### config.mk
export PLATFORM = sky130hd
export DESIGN_NAME = ring_top
export DESIGN_NICKNAME = d
export VERILOG_FILES = /design/src/hw/ring_pkg.sv /design/src/hw/node_ring.sv /design/src/hw/ring_ager.sv /design/src/hw/ring_cfg_regs.sv /design/src/hw/ring_node.sv /design/src/hw/ring_top.sv
export SDC_FILE = /design/constraint.sdc
export NUM_CORES = 1
export LEC_CHECK = 0
export ABC_AREA = 1
export BUFFER_PORTS_ARGS = -buffer_cell sky130_fd_sc_hd__buf_2
export CAP_MARGIN = 10
export CELL_PAD_IN_SITES_DETAIL_PLACEMENT = 0
export CELL_PAD_IN_SITES_GLOBAL_PLACEMENT = 1
export CORE_AREA = 2 2 312 314
export CTS_CLUSTER_SIZE = 40
export DETAILED_ROUTE_END_ITERATION = 8
export DIE_AREA = 0 0 314 316
export PLACE_DENSITY_LB_ADDON = 0.2
export SYNTH_ARGS = -nofsm -noshare
export SYNTH_HDL_FRONTEND = slang
export SYNTH_SLANG_ARGS = --single-unit
### constraint.sdc
create_clock -name clk_i -period 2.5 [get_ports clk_i]
set_input_delay 0 -clock clk_i [delete_from_list [all_inputs] [get_ports clk_i]]
set_output_delay 0 -clock clk_i [all_outputs]
set_load 0.005 [all_outputs]
### src/hw/ring_pkg.sv
/*
 * Slotted packet ring package
 * Shared sizes, the ring packet and configuration structs, and the
 * configuration register addresses used by every ring block
 */
package ring_pkg;

  // ========================================
  // Ring geometry and field widths
  // ========================================
  localparam int N_NODES    = 7;
  localparam int NODE_ID_W  = 3;
  localparam int PAYLOAD_W  = 16;
  localparam int AGE_W      = 4;
  localparam int PKT_W      = 40;
  localparam int PAD_W      = PKT_W - (1 + 2 * NODE_ID_W + AGE_W + PAYLOAD_W);
  // One enable bit per node id, bit 0 stays unused since id 0 marks no node
  localparam int ENABLE_W   = 1 << NODE_ID_W;
  localparam int CFG_DATA_W = 16;

  // Credits a node starts with toward its host receive queue
  localparam int RX_CREDITS = 4;
  // Transmit buffer depth, also the host's starting transmit credits
  localparam int TX_DEPTH   = 2;

  // ========================================
  // Ring slot contents
  // ========================================
  typedef struct packed {
    logic                 valid;
    logic [NODE_ID_W-1:0] src;
    logic [NODE_ID_W-1:0] dst;
    logic [AGE_W-1:0]     age;
    logic [PAYLOAD_W-1:0] payload;
    logic [PAD_W-1:0]     pad;
  } ring_pkt_t;

  // Steering values broadcast from the register block
  typedef struct packed {
    logic [ENABLE_W-1:0] enable;
    logic [AGE_W-1:0]    max_age;
  } ring_cfg_t;

  typedef enum logic [1:0] {
    CFG_ENABLE     = 2'd0,
    CFG_MAX_AGE    = 2'd1,
    CFG_DROP_COUNT = 2'd2
  } cfg_op_e;

endpackage

### src/hw/node_ring.sv
/*
 * Node ring
 * Chains N ring nodes in id order, first to last, and closes the
 * chain with the ager stage that counts laps
 */
`timescale 1ns/1ns

module node_ring #(
  parameter int N = ring_pkg::N_NODES
) (
  input  logic                        clk_i,
  input  logic                        rst_n_i,
  input  ring_pkg::ring_cfg_t         cfg_i,
  input  ring_pkg::ring_pkt_t         slot_i,
  output ring_pkg::ring_pkt_t         slot_o,
  input  ring_pkg::ring_pkt_t [N-1:0] tx_i,
  output logic                [N-1:0] tx_credit_o,
  output ring_pkg::ring_pkt_t [N-1:0] rx_o,
  input  logic                [N-1:0] rx_credit_i,
  output logic                        drop_o
);
  import ring_pkg::*;

  // Entry 0 is the ring input, entry k the output of node k
  ring_pkt_t [N:0] chain;

  assign chain[0] = slot_i;

  // ========================================
  // Node chain, ids 1 to N
  // ========================================
  for (genvar g = 0; g < N; g++) begin : g_node
    ring_node #(
      .NODE_ID (g + 1)
    ) u_node (
      .clk_i       (clk_i),
      .rst_n_i     (rst_n_i),
      .cfg_i       (cfg_i),
      .slot_i      (chain[g]),
      .slot_o      (chain[g+1]),
      .tx_i        (tx_i[g]),
      .tx_credit_o (tx_credit_o[g]),
      .rx_o        (rx_o[g]),
      .rx_credit_i (rx_credit_i[g])
    );
  end

  // The last node feeds the ager, which drives the ring output
  ring_ager u_ager (
    .clk_i     (clk_i),
    .rst_n_i   (rst_n_i),
    .max_age_i (cfg_i.max_age),
    .slot_i    (chain[N]),
    .slot_o    (slot_o),
    .drop_o    (drop_o)
  );

endmodule

### src/hw/ring_ager.sv
/*
 * Ring ager
 * Closing stage of the ring. Adds one lap to every passing packet and
 * removes packets that have reached the maximum lap count, pulsing a
 * drop flag for each one removed
 */
`timescale 1ns/1ns

module ring_ager (
  input  logic                      clk_i,
  input  logic                      rst_n_i,
  input  logic [ring_pkg::AGE_W-1:0] max_age_i,
  input  ring_pkg::ring_pkt_t       slot_i,
  output ring_pkg::ring_pkt_t       slot_o,
  output logic                      drop_o
);
  import ring_pkg::*;

  ring_pkt_t slot_q;
  logic      slot_vld_q;
  logic      drop_q;
  logic      overage;

  // A packet at the limit is never incremented, so the lap count cannot wrap
  assign overage = slot_i.valid && (slot_i.age >= max_age_i);

  // ========================================
  // Slot register with lap increment
  // ========================================
  always_ff @(posedge clk_i) begin
    slot_q     <= slot_i;
    slot_q.age <= slot_i.age + AGE_W'(1);
  end

  always_ff @(posedge clk_i or negedge rst_n_i) begin
    if (!rst_n_i) begin
      slot_vld_q <= 1'b0;
      drop_q     <= 1'b0;
    end else begin
      // An overaged packet leaves an empty slot behind
      slot_vld_q <= slot_i.valid && !overage;
      drop_q     <= overage;
    end
  end

  always_comb begin
    slot_o       = slot_q;
    slot_o.valid = slot_vld_q;
  end

  assign drop_o = drop_q;

endmodule

### src/hw/ring_cfg_regs.sv
/*
 * Ring configuration registers
 * Holds the node enable mask and the lap limit that steer the ring,
 * and counts packets dropped by the ager in a saturating counter
 */
`timescale 1ns/1ns

module ring_cfg_regs (
  input  logic                           clk_i,
  input  logic                           rst_n_i,
  input  logic                           cfg_we_i,
  input  ring_pkg::cfg_op_e              cfg_addr_i,
  input  logic [ring_pkg::CFG_DATA_W-1:0] cfg_wdata_i,
  output logic [ring_pkg::CFG_DATA_W-1:0] cfg_rdata_o,
  input  logic                           drop_i,
  output ring_pkg::ring_cfg_t            cfg_o
);
  import ring_pkg::*;

  logic [ENABLE_W-1:0]   enable_q;
  logic [AGE_W-1:0]      max_age_q;
  logic [CFG_DATA_W-1:0] drop_cnt_q;

  // ========================================
  // Register writes and drop counting
  // ========================================
  always_ff @(posedge clk_i or negedge rst_n_i) begin
    if (!rst_n_i) begin
      enable_q   <= '1;
      max_age_q  <= '1;
      drop_cnt_q <= '0;
    end else begin
      if (cfg_we_i && (cfg_addr_i == CFG_ENABLE)) begin
        enable_q <= cfg_wdata_i[ENABLE_W-1:0];
      end
      if (cfg_we_i && (cfg_addr_i == CFG_MAX_AGE)) begin
        max_age_q <= cfg_wdata_i[AGE_W-1:0];
      end
      // Any write clears the count, and the clear wins over a drop
      if (cfg_we_i && (cfg_addr_i == CFG_DROP_COUNT)) begin
        drop_cnt_q <= '0;
      end else if (drop_i && (drop_cnt_q != '1)) begin
        drop_cnt_q <= drop_cnt_q + 1'b1;
      end
    end
  end

  // Reads decode the address directly, unused addresses return zero
  always_comb begin
    case (cfg_addr_i)
      CFG_ENABLE:     cfg_rdata_o = CFG_DATA_W'(enable_q);
      CFG_MAX_AGE:    cfg_rdata_o = CFG_DATA_W'(max_age_q);
      CFG_DROP_COUNT: cfg_rdata_o = drop_cnt_q;
      default:        cfg_rdata_o = '0;
    endcase
  end

  assign cfg_o.enable  = enable_q;
  assign cfg_o.max_age = max_age_q;

endmodule

### src/hw/ring_node.sv
/*
 * Ring node
 * One stop on the slotted ring. Ejects packets addressed to this node
 * while receive credits remain, and launches buffered host packets into
 * empty or freed slots. A disabled node passes every slot through
 */
`timescale 1ns/1ns

module ring_node #(
  parameter int NODE_ID = 1
) (
  input  logic                clk_i,
  input  logic                rst_n_i,
  input  ring_pkg::ring_cfg_t cfg_i,
  input  ring_pkg::ring_pkt_t slot_i,
  output ring_pkg::ring_pkt_t slot_o,
  input  ring_pkg::ring_pkt_t tx_i,
  output logic                tx_credit_o,
  output ring_pkg::ring_pkt_t rx_o,
  input  logic                rx_credit_i
);
  import ring_pkg::*;

  localparam logic [NODE_ID_W-1:0] MY_ID = NODE_ID_W'(NODE_ID);
  localparam int RX_CNT_W = $clog2(RX_CREDITS + 1);
  localparam int TX_CNT_W = $clog2(TX_DEPTH + 1);
  localparam int TX_PTR_W = (TX_DEPTH > 1) ? $clog2(TX_DEPTH) : 1;

  ring_pkt_t            tx_mem [TX_DEPTH];
  logic [TX_PTR_W-1:0]  tx_wr_ptr;
  logic [TX_PTR_W-1:0]  tx_rd_ptr;
  logic [TX_CNT_W-1:0]  tx_cnt;
  logic [RX_CNT_W-1:0]  rx_cnt;
  logic                 node_en;
  logic                 eject;
  logic                 launch;
  ring_pkt_t            launch_pkt;
  ring_pkt_t            slot_d;
  ring_pkt_t            slot_q;
  logic                 slot_vld_q;
  ring_pkt_t            rx_q;
  logic                 rx_vld_q;
  logic                 tx_credit_q;

  // ========================================
  // Eject and inject decisions
  // ========================================
  assign node_en = cfg_i.enable[NODE_ID];

  // Without a credit the packet stays on the ring and returns a lap later
  assign eject = node_en && slot_i.valid && (slot_i.dst == MY_ID) && (rx_cnt != '0);

  // A slot is free when it arrives empty or its packet leaves here
  assign launch = node_en && (tx_cnt != '0) && (!slot_i.valid || eject);

  always_comb begin
    launch_pkt       = tx_mem[tx_rd_ptr];
    launch_pkt.valid = 1'b1;
    launch_pkt.src   = MY_ID;
    launch_pkt.age   = '0;
    slot_d           = slot_i;
    if (launch) begin
      slot_d = launch_pkt;
    end else if (eject) begin
      slot_d.valid = 1'b0;
    end
  end

  // Data registers of the outgoing slot, the receive port and the transmit buffer
  always_ff @(posedge clk_i) begin
    slot_q <= slot_d;
    if (eject) begin
      rx_q <= slot_i;
    end
    if (tx_i.valid) begin
      tx_mem[tx_wr_ptr] <= tx_i;
    end
  end

  // ========================================
  // Control state and credit counters
  // ========================================
  always_ff @(posedge clk_i or negedge rst_n_i) begin
    if (!rst_n_i) begin
      slot_vld_q  <= 1'b0;
      rx_vld_q    <= 1'b0;
      tx_credit_q <= 1'b0;
      tx_wr_ptr   <= '0;
      tx_rd_ptr   <= '0;
      tx_cnt      <= '0;
      rx_cnt      <= RX_CNT_W'(RX_CREDITS);
    end else begin
      slot_vld_q  <= slot_d.valid;
      rx_vld_q    <= eject;
      tx_credit_q <= launch;
      if (tx_i.valid) begin
        tx_wr_ptr <= (tx_wr_ptr == TX_PTR_W'(TX_DEPTH - 1)) ? '0 : tx_wr_ptr + 1'b1;
      end
      if (launch) begin
        tx_rd_ptr <= (tx_rd_ptr == TX_PTR_W'(TX_DEPTH - 1)) ? '0 : tx_rd_ptr + 1'b1;
      end
      // Host holds a credit for every push, so the buffer never overflows
      tx_cnt <= tx_cnt + TX_CNT_W'(tx_i.valid) - TX_CNT_W'(launch);
      rx_cnt <= rx_cnt + RX_CNT_W'(rx_credit_i) - RX_CNT_W'(eject);
    end
  end

  always_comb begin
    slot_o       = slot_q;
    slot_o.valid = slot_vld_q;
    rx_o         = rx_q;
    rx_o.valid   = rx_vld_q;
  end

  // Credit pulse lines up with the launched packet leaving on slot_o
  assign tx_credit_o = tx_credit_q;

endmodule

### src/hw/ring_top.sv
/*
 * Slotted ring top level
 * Closes the node ring into a loop and places the configuration
 * register block beside it. Hosts attach through per-node transmit
 * and receive ports with credit return
 */
`timescale 1ns/1ns

module ring_top (
  input  logic                                           clk_i,
  input  logic                                           rst_n_i,
  // ========================================
  // Host ports, entry k serves node k+1
  // ========================================
  input  ring_pkg::ring_pkt_t [ring_pkg::N_NODES-1:0]    tx_i,
  output logic                [ring_pkg::N_NODES-1:0]    tx_credit_o,
  output ring_pkg::ring_pkt_t [ring_pkg::N_NODES-1:0]    rx_o,
  input  logic                [ring_pkg::N_NODES-1:0]    rx_credit_i,
  // ========================================
  // Configuration port
  // ========================================
  input  logic                                           cfg_we_i,
  input  ring_pkg::cfg_op_e                              cfg_addr_i,
  input  logic                [ring_pkg::CFG_DATA_W-1:0] cfg_wdata_i,
  output logic                [ring_pkg::CFG_DATA_W-1:0] cfg_rdata_o
);
  import ring_pkg::*;

  // Ager output returning to node 1
  ring_pkt_t ring_loop;
  ring_cfg_t ring_cfg;
  logic      ager_drop;

  // The ring output wraps straight back to its input
  node_ring #(
    .N (N_NODES)
  ) u_node_ring (
    .clk_i       (clk_i),
    .rst_n_i     (rst_n_i),
    .cfg_i       (ring_cfg),
    .slot_i      (ring_loop),
    .slot_o      (ring_loop),
    .tx_i        (tx_i),
    .tx_credit_o (tx_credit_o),
    .rx_o        (rx_o),
    .rx_credit_i (rx_credit_i),
    .drop_o      (ager_drop)
  );

  // Enable mask and lap limit fan out to every node and the ager
  ring_cfg_regs u_cfg_regs (
    .clk_i       (clk_i),
    .rst_n_i     (rst_n_i),
    .cfg_we_i    (cfg_we_i),
    .cfg_addr_i  (cfg_addr_i),
    .cfg_wdata_i (cfg_wdata_i),
    .cfg_rdata_o (cfg_rdata_o),
    .drop_i      (ager_drop),
    .cfg_o       (ring_cfg)
  );

endmodule

==> results of run 1 <==
## cell families after synthesis
group / Yosys count / synth area share
and+or+nand+nor: 1655 / 0.164
DFF: 1133 / 0.781
buffers and inverters: 263 / 0.0281
AOI/OAI and AO/OA: 36 / 0.00537
xor gates and xnor gates: 35 / 0.00787
adders and majority gates: 34 / 0.0123
muxes: 4 / 0.00116
## cell type report
type / instances / area (um^2)
flip-flops and latches: 1133 / 30400
repair buffers: 965 / 6800
clock buffers: 154 / 3200
diodes: 7 / 17.5
multi-input cells: 1764 / 7620
inverters: 147 / 578
fillers: 8369 / 44900
well taps: 1276 / 1600
clock inverters: 64 / 852
## power breakdown
group	total, mW	switching, mW	internal (mW)
sequential	29.1	3.41	25.7
combinational	11.7	7.84	3.85
clock	18.3	7.30	11.0
## layer usage
metal | up-vias | wire [um]
met1 | 12169 | 50400
li1 | 12198 | -
met2 | 838 | 57200
met5 | - | 49
met4 | 8 | 3250
met3 | 153 | 7640
## state kept, by name, indices dropped and copies added, names as in the netlist
| name | count |
|---|---|
| u_node_ring.u_ager.slot_vld_q | 1 |
| u_cfg_regs.enable_q | 8 |
| u_node_ring.g_node.u_node.slot_o | 273 |
| u_node_ring.g_node.u_node.tx_wr_ptr | 7 |
| u_node_ring.u_ager.drop_o | 1 |
| u_node_ring.g_node.u_node.tx_mem | 448 |
| u_node_ring.g_node.u_node.rx_vld_q | 7 |
| u_cfg_regs.max_age_q | 4 |
| u_node_ring.g_node.u_node.tx_rd_ptr | 7 |
| u_node_ring.u_ager.slot_o | 39 |
| u_node_ring.g_node.u_node.slot_vld_q | 7 |
| u_node_ring.g_node.u_node.tx_cnt | 14 |
| u_cfg_regs.drop_cnt_q | 16 |
| u_node_ring.g_node.u_node.rx_o | 273 |
| u_node_ring.g_node.u_node.rx_cnt | 21 |
| u_node_ring.g_node.u_node.tx_credit_o | 7 |
## worst min-delay path by stage
stage | startpoint | to
after floorplan | rst_n_i | u_cfg_regs.drop_cnt_q[0]$_DFFE_PN0P_
after global placement | rst_n_i | u_cfg_regs.drop_cnt_q[12]$_DFFE_PN0P_
after detailed placement | rst_n_i | u_cfg_regs.drop_cnt_q[12]$_DFFE_PN0P_
after CTS | tx_i[83] | u_node_ring.g_node[2].u_node.tx_mem[0][3]$_DFFE_PP_
after global routing | tx_i[212] | u_node_ring.g_node[5].u_node.tx_mem[0][12]$_DFFE_PP_
final | tx_i[212] | u_node_ring.g_node[5].u_node.tx_mem[1][12]$_DFFE_PP_
## placed cells by master, fill, tap and decap left out, types with 10 or more instances in the layout
master and n:
nand4_1 13, edfxtp_1 721, dfxtp_1 312, clkinv_2 28, nand2_1 1496, clkbuf_1 26
nor2_1 85, o21ai_0 19, bufinv_16 19, dfstp_2 19, buf_4 64, dfrtp_1 81
inv_1 124, ha_1 18, xor2_1 26, dlygate4sd3_1 343, inv_2 15, clkinvlp_4 10
clkbuf_16 119, nand3_1 20, buf_2 552
## worst max-delay path, delay by kind of cell (launching register included)
family,cells,cell delay [ns]
buffers and inverters,2,0.14
XOR/XNOR,2,0.34
flip-flops,1,0.62
adder cells (fa/ha/maj),3,0.65
AND/OR/NAND/NOR,3,0.29
## metrics by stage
stage | setup TNS [ns] | hold WS, ns | util
floorplan | -0.307 | -0.296 | -
global placement | 0 | 0.0187 | 0.454
detailed placement | 0 | 0.0213 | 0.454
CTS | 0 | 0.0000144 | 0.532
global route | 0 | 0.0125 | 0.532
finish | 0 | 0.0425 | 0.532
==> results.yml, run 1 <==
run_status:
  status: "completed"
place:
  io_buffers: 553
  dp_hpwl_mm: 83.1
  placed_cell_area_um2: 43600
  placed_cells: 4941
  place_ws_ns: 0.407
  gp_congestion: 0.861
setup_path:
  critical_path.startpoint: "u_cfg_regs.enable_q[6]$_DFFE_PN1P_"
  cp_cell_sequence: "nand2_1 -> nor2_1 -> nand3_2 -> clkinvlp_4 -> ha_4 -> inv_2 -> ha_4 -> fa_2 -> xnor2_2 -> xor2_1"
  crit_path_end_kind: "flip-flop"
  reg2reg_to: "u_node_ring.g_node[5].u_node.rx_cnt[2]$_DFF_PN1_"
  r2r_slack_ns: 0.39
  critPathSlowestCell: "dfstp_2"
  crit_arrival_ns: 2.72
  ff2ff_path_depth: 10
  worst_path_largest_cell_delay_ns: 0.62
  cp_common_cell: "ha_4"
  crit_end: "u_node_ring.g_node[5].u_node.rx_cnt[2]$_DFF_PN1_"
  critical_path_class: "flip-flop to flip-flop"
  crit_path_max_fanout: 4
  start_kind: "flip-flop"
  required_ns: 3.11
  r2r-start: "u_cfg_regs.enable_q[6]$_DFFE_PN1P_"
yosys:
  synth_edf_count: 721
  netlist_instances: 3160
  yosysWarnings: 0
  async_flop_share: 0.0883
  synthTopCellsByCount: "nand2_1, edfxtp_1, dfxtp_1, inv_1, nor2_1"
  yosysMostFrequentCell: "nand2_1"
  synth_area_per_cell_um2: 12.3
  synth_nets: 3502
  synth_area_um2: 38900
  seq_area_frac_synth: 0.781
  yosysTopAreaCell: "edfxtp_1"
  yosysUniqueCellTypes: 35
  synthFlopType: "edfxtp_1"
  synthTopCellsByArea: "edfxtp_1, dfxtp_1, nand2_1"
  yosysTopAreaCellShare: 0.556
  ys_seq_elements: 1133
floorplanning:
  io_pins: 611
  fp.dieW_um: 314
  start_util: 0.406
  row_count: 114
  coreArea_um2: 96000
  die_y_um: 316
  die-area_um2: 99200
route:
  wl_per_cell_um: 21.5
  drt_pass1_iterations: 7
  vias: 25366
  drtIter0Drc: 2046
  drc_errors: 0
  ant_nets: 0
  vias_per_cell: 4.60
  drt-total-wl_mm: 119
grt:
  grt_antenna_before_repair: 10
  grt_pass1_vias: 24348
  grt_first_pass_wirelength_mm: 165
  grt_use_met1: 0.314
  grt_max_degree: 41
  met2_usage: 0.389
  grt_util_all_layers: 0.234
  grt_busiest_layer: "met2"
  grt_util_met3: 0.0424
  overflow: 0
timing:
  finalMaxSlewViolations: 0
  rsz0062_at_grt: "no"
  fmax_mhz: 474
  worst_slew_pin_slew_ns: 0.710
  slew_headroom: 0.527
  hold_violations: 0
  layout_min_cycle_time_ns: 2.11
  timing.final.ws_setup_ns: 0.391
  final-setup-viol-count: 0
  skew_ns: 0.0159
  finalCritPeriodShare: 0.844
power_and_ir_drop:
  p_per_area_nw_per_um2: 1160
  leakage_nw: 22.1
  totalPowerFinal_mw: 59.0
  peakVddDrop_uv: 728
finish:
  fin_nets: 4468
  fin_cells: 5510
  final_area_um2: 51100
  drive_gt1_frac: 0.212
  area_growth_pct: 31.2
clocking:
  cts.clk_slew.worst_paths_ns: 0.06
  clkLatencyLatePin_ns: 0.70
  clock_path_buffers: 3
  cts_root_buf: "clkbuf_16"
  ctsResizeCount: 0
  holdBufCountCts: 344
  cts_max_level: 3
  clock_sinks: 1133
  numCtsBuffers: 115
  cts_tree: "yes"
  post-cts-setup-buffers: 0
job:
  maxCapViolations: 0
min_path:
  holdPathStages: 2
  holdCritPathClass: "input pin to flip-flop"
(Power assumes the default switching activity.)
==> run 2, diff against run 1 <==
==> constraint.sdc (replaced) <==
create_clock -name clk_i -period 1.75 [get_ports clk_i]
set_input_delay 0 -clock clk_i [delete_from_list [all_inputs] [get_ports clk_i]]
set_output_delay 0 -clock clk_i [all_outputs]
set_load 0.005 [all_outputs]
==> run 2 against run 1 <==
  * The run now ends with negative setup slack left
  * Register-to-register slack lost 0.60 ns
  * Clock power is 33% higher
  * Largest power group unchanged
  * Critical endpoint is now u_node_ring.g_node[0].u_node.rx_cnt[1]$_DFF_PN0_
  * Sequential share of layout area down 1.5 points
  * Largest cell class unchanged
  * Critical path type unchanged
==> results.yml, run 2 (synthesis gave the netlist of run 1 again) <==
clocking:
  numCtsBuffers: 114
  clkLatencyLatePin_ns: 0.69
  cts.clk_slew.worst_paths_ns: 0.06
  cts_max_level: 3
  cts_tree: "yes"
  clock_path_buffers: 3
  cts_root_buf: "clkbuf_16"
  clock_sinks: 1133
route:
  drt-total-wl_mm: 121
  vias: 25641
  drtIter0Drc: 1954
  vias_per_cell: 4.59
  wl_per_cell_um: 21.7
  ant_nets: 0
  drc_errors: 0
  drt_pass1_iterations: 5
timing:
  finalCritPeriodShare: 1.12
  worst_slew_pin_slew_ns: 0.575
  slew_headroom: 0.617
  layout_min_cycle_time_ns: 1.96
  skew_ns: 0.0223
  final-setup-viol-count: 96
  hold_violations: 0
  rsz0062_at_grt: "yes"
  fmax_mhz: 510
  finalMaxSlewViolations: 0
  timing.final.ws_setup_ns: -0.209
finish:
  fin_cells: 5592
  mostFrequentLayoutCell: "nand2_1"
  area_growth_pct: 34.6
  final_area_um2: 52400
  regMostFlops: "u_node_ring.g_node.u_node.tx_mem"
  layout_common_cells: "nand2_1, edfxtp_1, buf_2, dfxtp_1, dlygate4sd3_1"
  largest_reg_flops: 448
  fin_nets: 4556
  drive_gt1_frac: 0.256
setup_path:
  required_ns: 2.32
  crit_arrival_ns: 2.53
  cp_cell_sequence: "nand2_2 -> nor2_2 -> nand3_2 -> clkinvlp_4 -> ha_4 -> inv_2 -> ha_4 -> inv_2 -> fa_2 -> inv_1"
  critical_path_class: "flip-flop to flip-flop"
  crit_path_end_kind: "flip-flop"
  worst_path_largest_cell_delay_ns: 0.55
  start_kind: "flip-flop"
  critPathSlowestCell: "dfstp_2"
  crit_path_max_fanout: 2
power_and_ir_drop:
  p_int_mw: 58.6
  peakVddDrop_uv: 948
  p_comb_frac: 0.232
  clockPowerShare: 0.284
  p_per_area_nw_per_um2: 1640
  net-switching-power_mw: 27.2
  leakage_nw: 22.7
  seqPwrFrac: 0.484
  sw_frac_of_total: 0.317
floorplanning:
  row_count: 114
  fp.dieW_um: 314
  start_util: 0.406
  io_pins: 611
  die-area_um2: 99200
  die_y_um: 316
  coreArea_um2: 96000
run_status:
  status: "finished with violations"
  violations: "negative setup slack"
place:
  io_buffers: 553
  dp_hpwl_mm: 85.6
  placed_cells: 5049
  gp_congestion: 0.851
  placed_cell_area_um2: 44800
grt:
  overflow: 0
  grt_antenna_before_repair: 12
  grt_pass1_vias: 24391
  grt_max_degree: 53
  grt_util_all_layers: 0.235
  grt_first_pass_wirelength_mm: 166
min_path:
  holdCritPathClass: "input pin to flip-flop"
job:
  maxCapViolations: 0
run 2: final cells by class:
| cell class | instances | area [um^2] |
|---|---|---|
| inverters | 147 | 628 |
| diodes | 3 | 7.51 |
| clock inverters | 44 | 467 |
| fillers | 8179 | 43600 |
| clock buffers | 171 | 3280 |
| flip-flops and latches | 1133 | 30400 |
| repair buffers | 1052 | 7950 |
| multi-input cells | 1765 | 8050 |
| repair inverters | 1 | 16.3 |
| well taps | 1276 | 1600 |
run 2: per-layer routing:
metal,GRT usage,wire length (um),up-vias
met1,0.316,51600,12283
met5,0,48,-
met3,0.0463,7540,171
met2,0.392,58800,798
li1,-,-,12379
met4,0.0644,3240,10
run 2: final timing paths:
check	startpoint	end	slack, ns	depth (start not counted)
max in group asynchronous	rst_n_i	u_node_ring.g_node[3].u_node.rx_cnt[2]$_DFF_PN1_	0.78	4
min in group asynchronous	rst_n_i	u_cfg_regs.drop_cnt_q[14]$_DFFE_PN0P_	0.52	4
worst min-delay path	tx_i[48]	u_node_ring.g_node[1].u_node.tx_mem[0][8]$_DFFE_PP_	0.04	2
worst max-delay path	u_cfg_regs.enable_q[1]$_DFFE_PN1P_	u_node_ring.g_node[0].u_node.rx_cnt[1]$_DFF_PN0_	-0.21	10
worst max register to register	u_cfg_regs.enable_q[1]$_DFFE_PN1P_	u_node_ring.g_node[0].u_node.rx_cnt[1]$_DFF_PN0_	-0.21	10
worst min register to register	u_node_ring.g_node[6].u_node.slot_o[27]$_DFF_P_	u_node_ring.u_ager.slot_o[27]$_DFF_P_	0.32	0
run 2: per-stage QoR:
stage           util  worst slack [ns]  hold WS, ns  TNS, ns  power [mW]
6_report       0.546            -0.209       0.0449    -6.92        85.8
4_1_cts        0.538            -0.210     0.000216    -3.55        85.4
2_1_floorplan      -            -0.808       -0.296   -11.50        49.5
5_1_grt        0.546            -0.306      0.00575   -13.71        90.0
3_3_place_gp   0.466            -0.212       0.0215    -8.85        60.0
3_5_place_dp   0.466            -0.247       0.0273   -11.69        60.2
run 2: critical path: cells and delay by family (launching register included):
family                   cells  cell delay [ns]
buffers and inverters        4             0.25
AND/OR/NAND/NOR              3             0.23
flip-flops                   1             0.55
adder cells (fa/ha/maj)      3             0.82
run 2: power by group through the flow:
stage | logic, mW | registers, mW | clock network, mW
2_1_floorplan | 10.4 | 39.2 | 0
3_3_place_gp | 18.1 | 41.9 | 0
3_5_place_dp | 18.3 | 41.9 | 0
4_1_cts | 19.1 | 41.5 | 24.8
5_1_grt | 22.1 | 42.0 | 25.9
6_report | 19.9 | 41.6 | 24.3
run 2: what timing repair did:
action,4_1_cts,5_1_grt
hold endpoints to repair,1050,0
gates cloned,1,12
pin swaps,36,29
endpoints found under the setup margin,231,347
buffers inserted,8,18
gates resized for setup,44,115
hold buffers,292,0
==> run 3, diff against run 2 <==
--- a/config.mk
+++ b/config.mk
@@ -10,11 +10,13 @@
 export CAP_MARGIN = 10
 export CELL_PAD_IN_SITES_DETAIL_PLACEMENT = 0
 export CELL_PAD_IN_SITES_GLOBAL_PLACEMENT = 1
-export CORE_AREA = 2 2 312 314
+export CORE_AREA = 2 2 298 300
 export CTS_CLUSTER_SIZE = 40
 export DETAILED_ROUTE_END_ITERATION = 8
-export DIE_AREA = 0 0 314 316
+export DIE_AREA = 0 0 300 302
+export HOLD_SLACK_MARGIN = 0.1
 export PLACE_DENSITY_LB_ADDON = 0.2
+export SKIP_LAST_GASP = 1
 export SYNTH_ARGS = -nofsm -noshare
 export SYNTH_HDL_FRONTEND = slang
 export SYNTH_SLANG_ARGS = --single-unit
==> constraint.sdc (replaced) <==
create_clock -name clk_i -period 2.2 [get_ports clk_i]
set_input_delay 0 -clock clk_i [delete_from_list [all_inputs] [get_ports clk_i]]
set_output_delay 0 -clock clk_i [all_outputs]
set_load 0.005 [all_outputs]
==> run 3 against run 2 <==
  * Critical endpoint is now u_node_ring.g_node[5].u_node.rx_cnt[2]$_DFF_PN1_
  * Largest power group unchanged
  * Utilization rose by 5.1 points
  * Non-clock buffer count up 52
  * Via count increased by 1.3%
  * Critical path depth unchanged
  * Count of clock-buffer cells in the layout down 6
  * The run now ends clean
  * Clock skew up 0.0014 ns
  * First-iteration DRC count decreased by 4.0%
  * Sequential share of layout area increased by 0.17 points
  * Sequential cell count stayed put
  * Worst setup slack improved by 0.38 ns
==> results.yml, run 3 (synthesis gave the netlist of run 1 again) <==
run_status:
  status: "completed"
grt:
  grt_antenna_before_repair: 7
  grt_pass1_vias: 25711
  grt_first_pass_wirelength_mm: 166
  overflow: 0
  grt_util_all_layers: 0.255
  grt_max_degree: 45
route:
  drt-total-wl_mm: 117
  drtIter0Drc: 1875
  vias_per_cell: 4.70
  ant_nets: 0
  vias: 25984
  drt_pass1_iterations: 5
  drc_errors: 0
  wl_per_cell_um: 21.2
place:
  gp_congestion: 0.895
  dp_hpwl_mm: 81.7
  io_buffers: 553
  placed_cells: 4840
finish:
  regMostFlops: "u_node_ring.g_node.u_node.tx_mem"
  drive_gt1_frac: 0.208
  seq_area_um2: 30400
  largest_reg_flops: 448
  area_growth_pct: 34.2
  mostFrequentLayoutCell: "nand2_1"
  fin_cells: 5531
  layout_common_cells: "nand2_1, edfxtp_1, buf_2, dlygate4sd3_1, dfxtp_1"
  multi_input_area_um2: 7690
  fin_nets: 4605
  nFillCells: 7045
clocking:
  cts_max_level: 3
  clock_sinks: 1133
  post-cts-setup-buffers: 0
  cts.clk_slew.worst_paths_ns: 0.06
  cts_root_buf: "clkbuf_16"
  clkLatencyLatePin_ns: 0.69
  cts_tree: "yes"
  clock_path_buffers: 3
  numCtsBuffers: 113
setup_path:
  ff2ff_path_depth: 10
  start_kind: "flip-flop"
  critical_path_class: "flip-flop to flip-flop"
  reg2reg_to: "u_node_ring.g_node[5].u_node.rx_cnt[2]$_DFF_PN1_"
  required_ns: 2.79
  crit_buf_inv: 2
  cp_common_cell: "ha_4"
  r2r_slack_ns: 0.17
  crit_arrival_ns: 2.62
  worst_path_largest_cell_delay_ns: 0.52
  critPathTopFamily: "adder cells"
  critPathSlowestCell: "dfstp_2"
  crit_path_max_fanout: 2
  crit_path_end_kind: "flip-flop"
  cp_cell_sequence: "nand2_1 -> nor2_1 -> nand3_2 -> clkinvlp_4 -> ha_4 -> inv_2 -> ha_4 -> fa_2 -> xnor2_2 -> xor2_1"
  r2r-start: "u_cfg_regs.enable_q[6]$_DFFE_PN1P_"
floorplanning:
  coreArea_um2: 87600
  start_util: 0.445
  die-area_um2: 90600
  die_y_um: 302
  row_count: 109
  fp.dieW_um: 300
  io_pins: 611
timing:
  hold_violations: 0
  fmax_mhz: 494
  layout_min_cycle_time_ns: 2.03
  slew_headroom: 0.558
  final-setup-viol-count: 0
  finalMaxSlewViolations: 0
  worst_slew_pin_slew_ns: 0.662
  hold_slack_ns: 0.125
  rsz0062_at_grt: "no"
  skew_ns: 0.0237
  finalCritPeriodShare: 0.920
power_and_ir_drop:
  p_per_area_nw_per_um2: 1270
  totalPowerFinal_mw: 66.3
  leakage_nw: 22.6
  peakVddDrop_uv: 741
min_path:
  holdCritPathClass: "input pin to flip-flop"
  hold_end: "u_node_ring.g_node[6].u_node.tx_mem[0][2]$_DFFE_PP_"
  min_from: "tx_i[242]"
  holdPathStages: 2
job:
  maxCapViolations: 0
-- run 3: changes by cell type in the layout (fill, tap and decap cells not counted), sizes merged --
cell / before / now
bufinv: 9 / 8
inv: 139 / 145
diode: 3 / 2
clkbuf: 181 / 165
buf: 750 / 632
dlygate4sd3: 292 / 472
clkinvlp: 10 / 11
nor2: 99 / 98
-- run 3: where the power goes --
part | leakage (nW) | total (mW) | switching, mW | internal [mW]
clock network | 1.88 | 19.6 | 8.20 | 11.4
registers | 10.5 | 33.0 | 3.86 | 29.2
logic | 10.2 | 13.7 | 9.00 | 4.75
-- run 3: how the worst max path moves through the flow --
stage / startpoint / endpoint / slack, ns / cells past startpoint
finish: u_cfg_regs.enable_q[6]$_DFFE_PN1P_ / u_node_ring.g_node[5].u_node.rx_cnt[2]$_DFF_PN1_ / 0.17 / 10
global route: u_cfg_regs.enable_q[6]$_DFFE_PN1P_ / u_node_ring.g_node[5].u_node.rx_cnt[2]$_DFF_PN1_ / 0.02 / 10
CTS: u_node_ring.g_node[2].u_node.rx_cnt[1]$_DFF_PN0_ / u_node_ring.g_node[2].u_node.rx_cnt[2]$_DFF_PN1_ / 0.16 / 10
detailed placement: u_node_ring.g_node[2].u_node.rx_cnt[1]$_DFF_PN0_ / u_node_ring.g_node[2].u_node.rx_cnt[2]$_DFF_PN1_ / 0.17 / 10
global placement: u_cfg_regs.enable_q[1]$_DFFE_PN1P_ / u_node_ring.g_node[0].u_node.rx_cnt[1]$_DFF_PN0_ / 0.20 / 10
floorplan: u_node_ring.g_node[2].u_node.rx_cnt[1]$_DFF_PN0_ / u_node_ring.g_node[2].u_node.rx_cnt[2]$_DFF_PN1_ / -0.36 / 10
-- run 3: routing by layer --
metal	share of wire	global-route usage	up-vias	wire [um]
li1	-	-	12466	-
met1	0.42	0.339	12432	49100
met2	0.48	0.424	901	56300
met3	0.064	0.0416	177	7490
met4	0.035	0.0968	8	4130
met5	0.00046	0	-	54
-- run 3: per-stage QoR --
step	utilization	cell area (um^2)	worst slack [ns]	setup TNS, ns
2_1_floorplan	-	39200	-0.358	-3.47
3_3_place_gp	0.499	43700	0.204	0
3_5_place_dp	0.499	43700	0.175	0
4_1_cts	0.597	52300	0.158	0
5_1_grt	0.597	52300	0.0161	0
6_report	0.597	52300	0.175	0
-- run 3: layout make-up --
class | count | share of cell area
clock inverter | 51 | 0.0109
clock buffer | 165 | 0.0627
antenna | 2 | 0.0000958
sequential | 1133 | 0.582
inverter | 147 | 0.0111
tap | 1165 | 0.0279
multi-input combinational | 1764 | 0.147
timing repair buffer | 1104 | 0.158
-- run 3: worst reg2reg max path, cell delays in order (launching register included) --
cell,delay [ns]
dfstp_2,0.52
nand2_1,0.05
nor2_1,0.13
nand3_2,0.13
clkinvlp_4,0.11
ha_4,0.13
inv_2,0.04
ha_4,0.15
fa_2,0.38
xnor2_2,0.17
xor2_1,0.15
-- run 3: repair_timing --
action                                  CTS  global route
endpoints found under the hold margin  1036             0
hold buffers                            473             0
gates resized for setup                   0             0
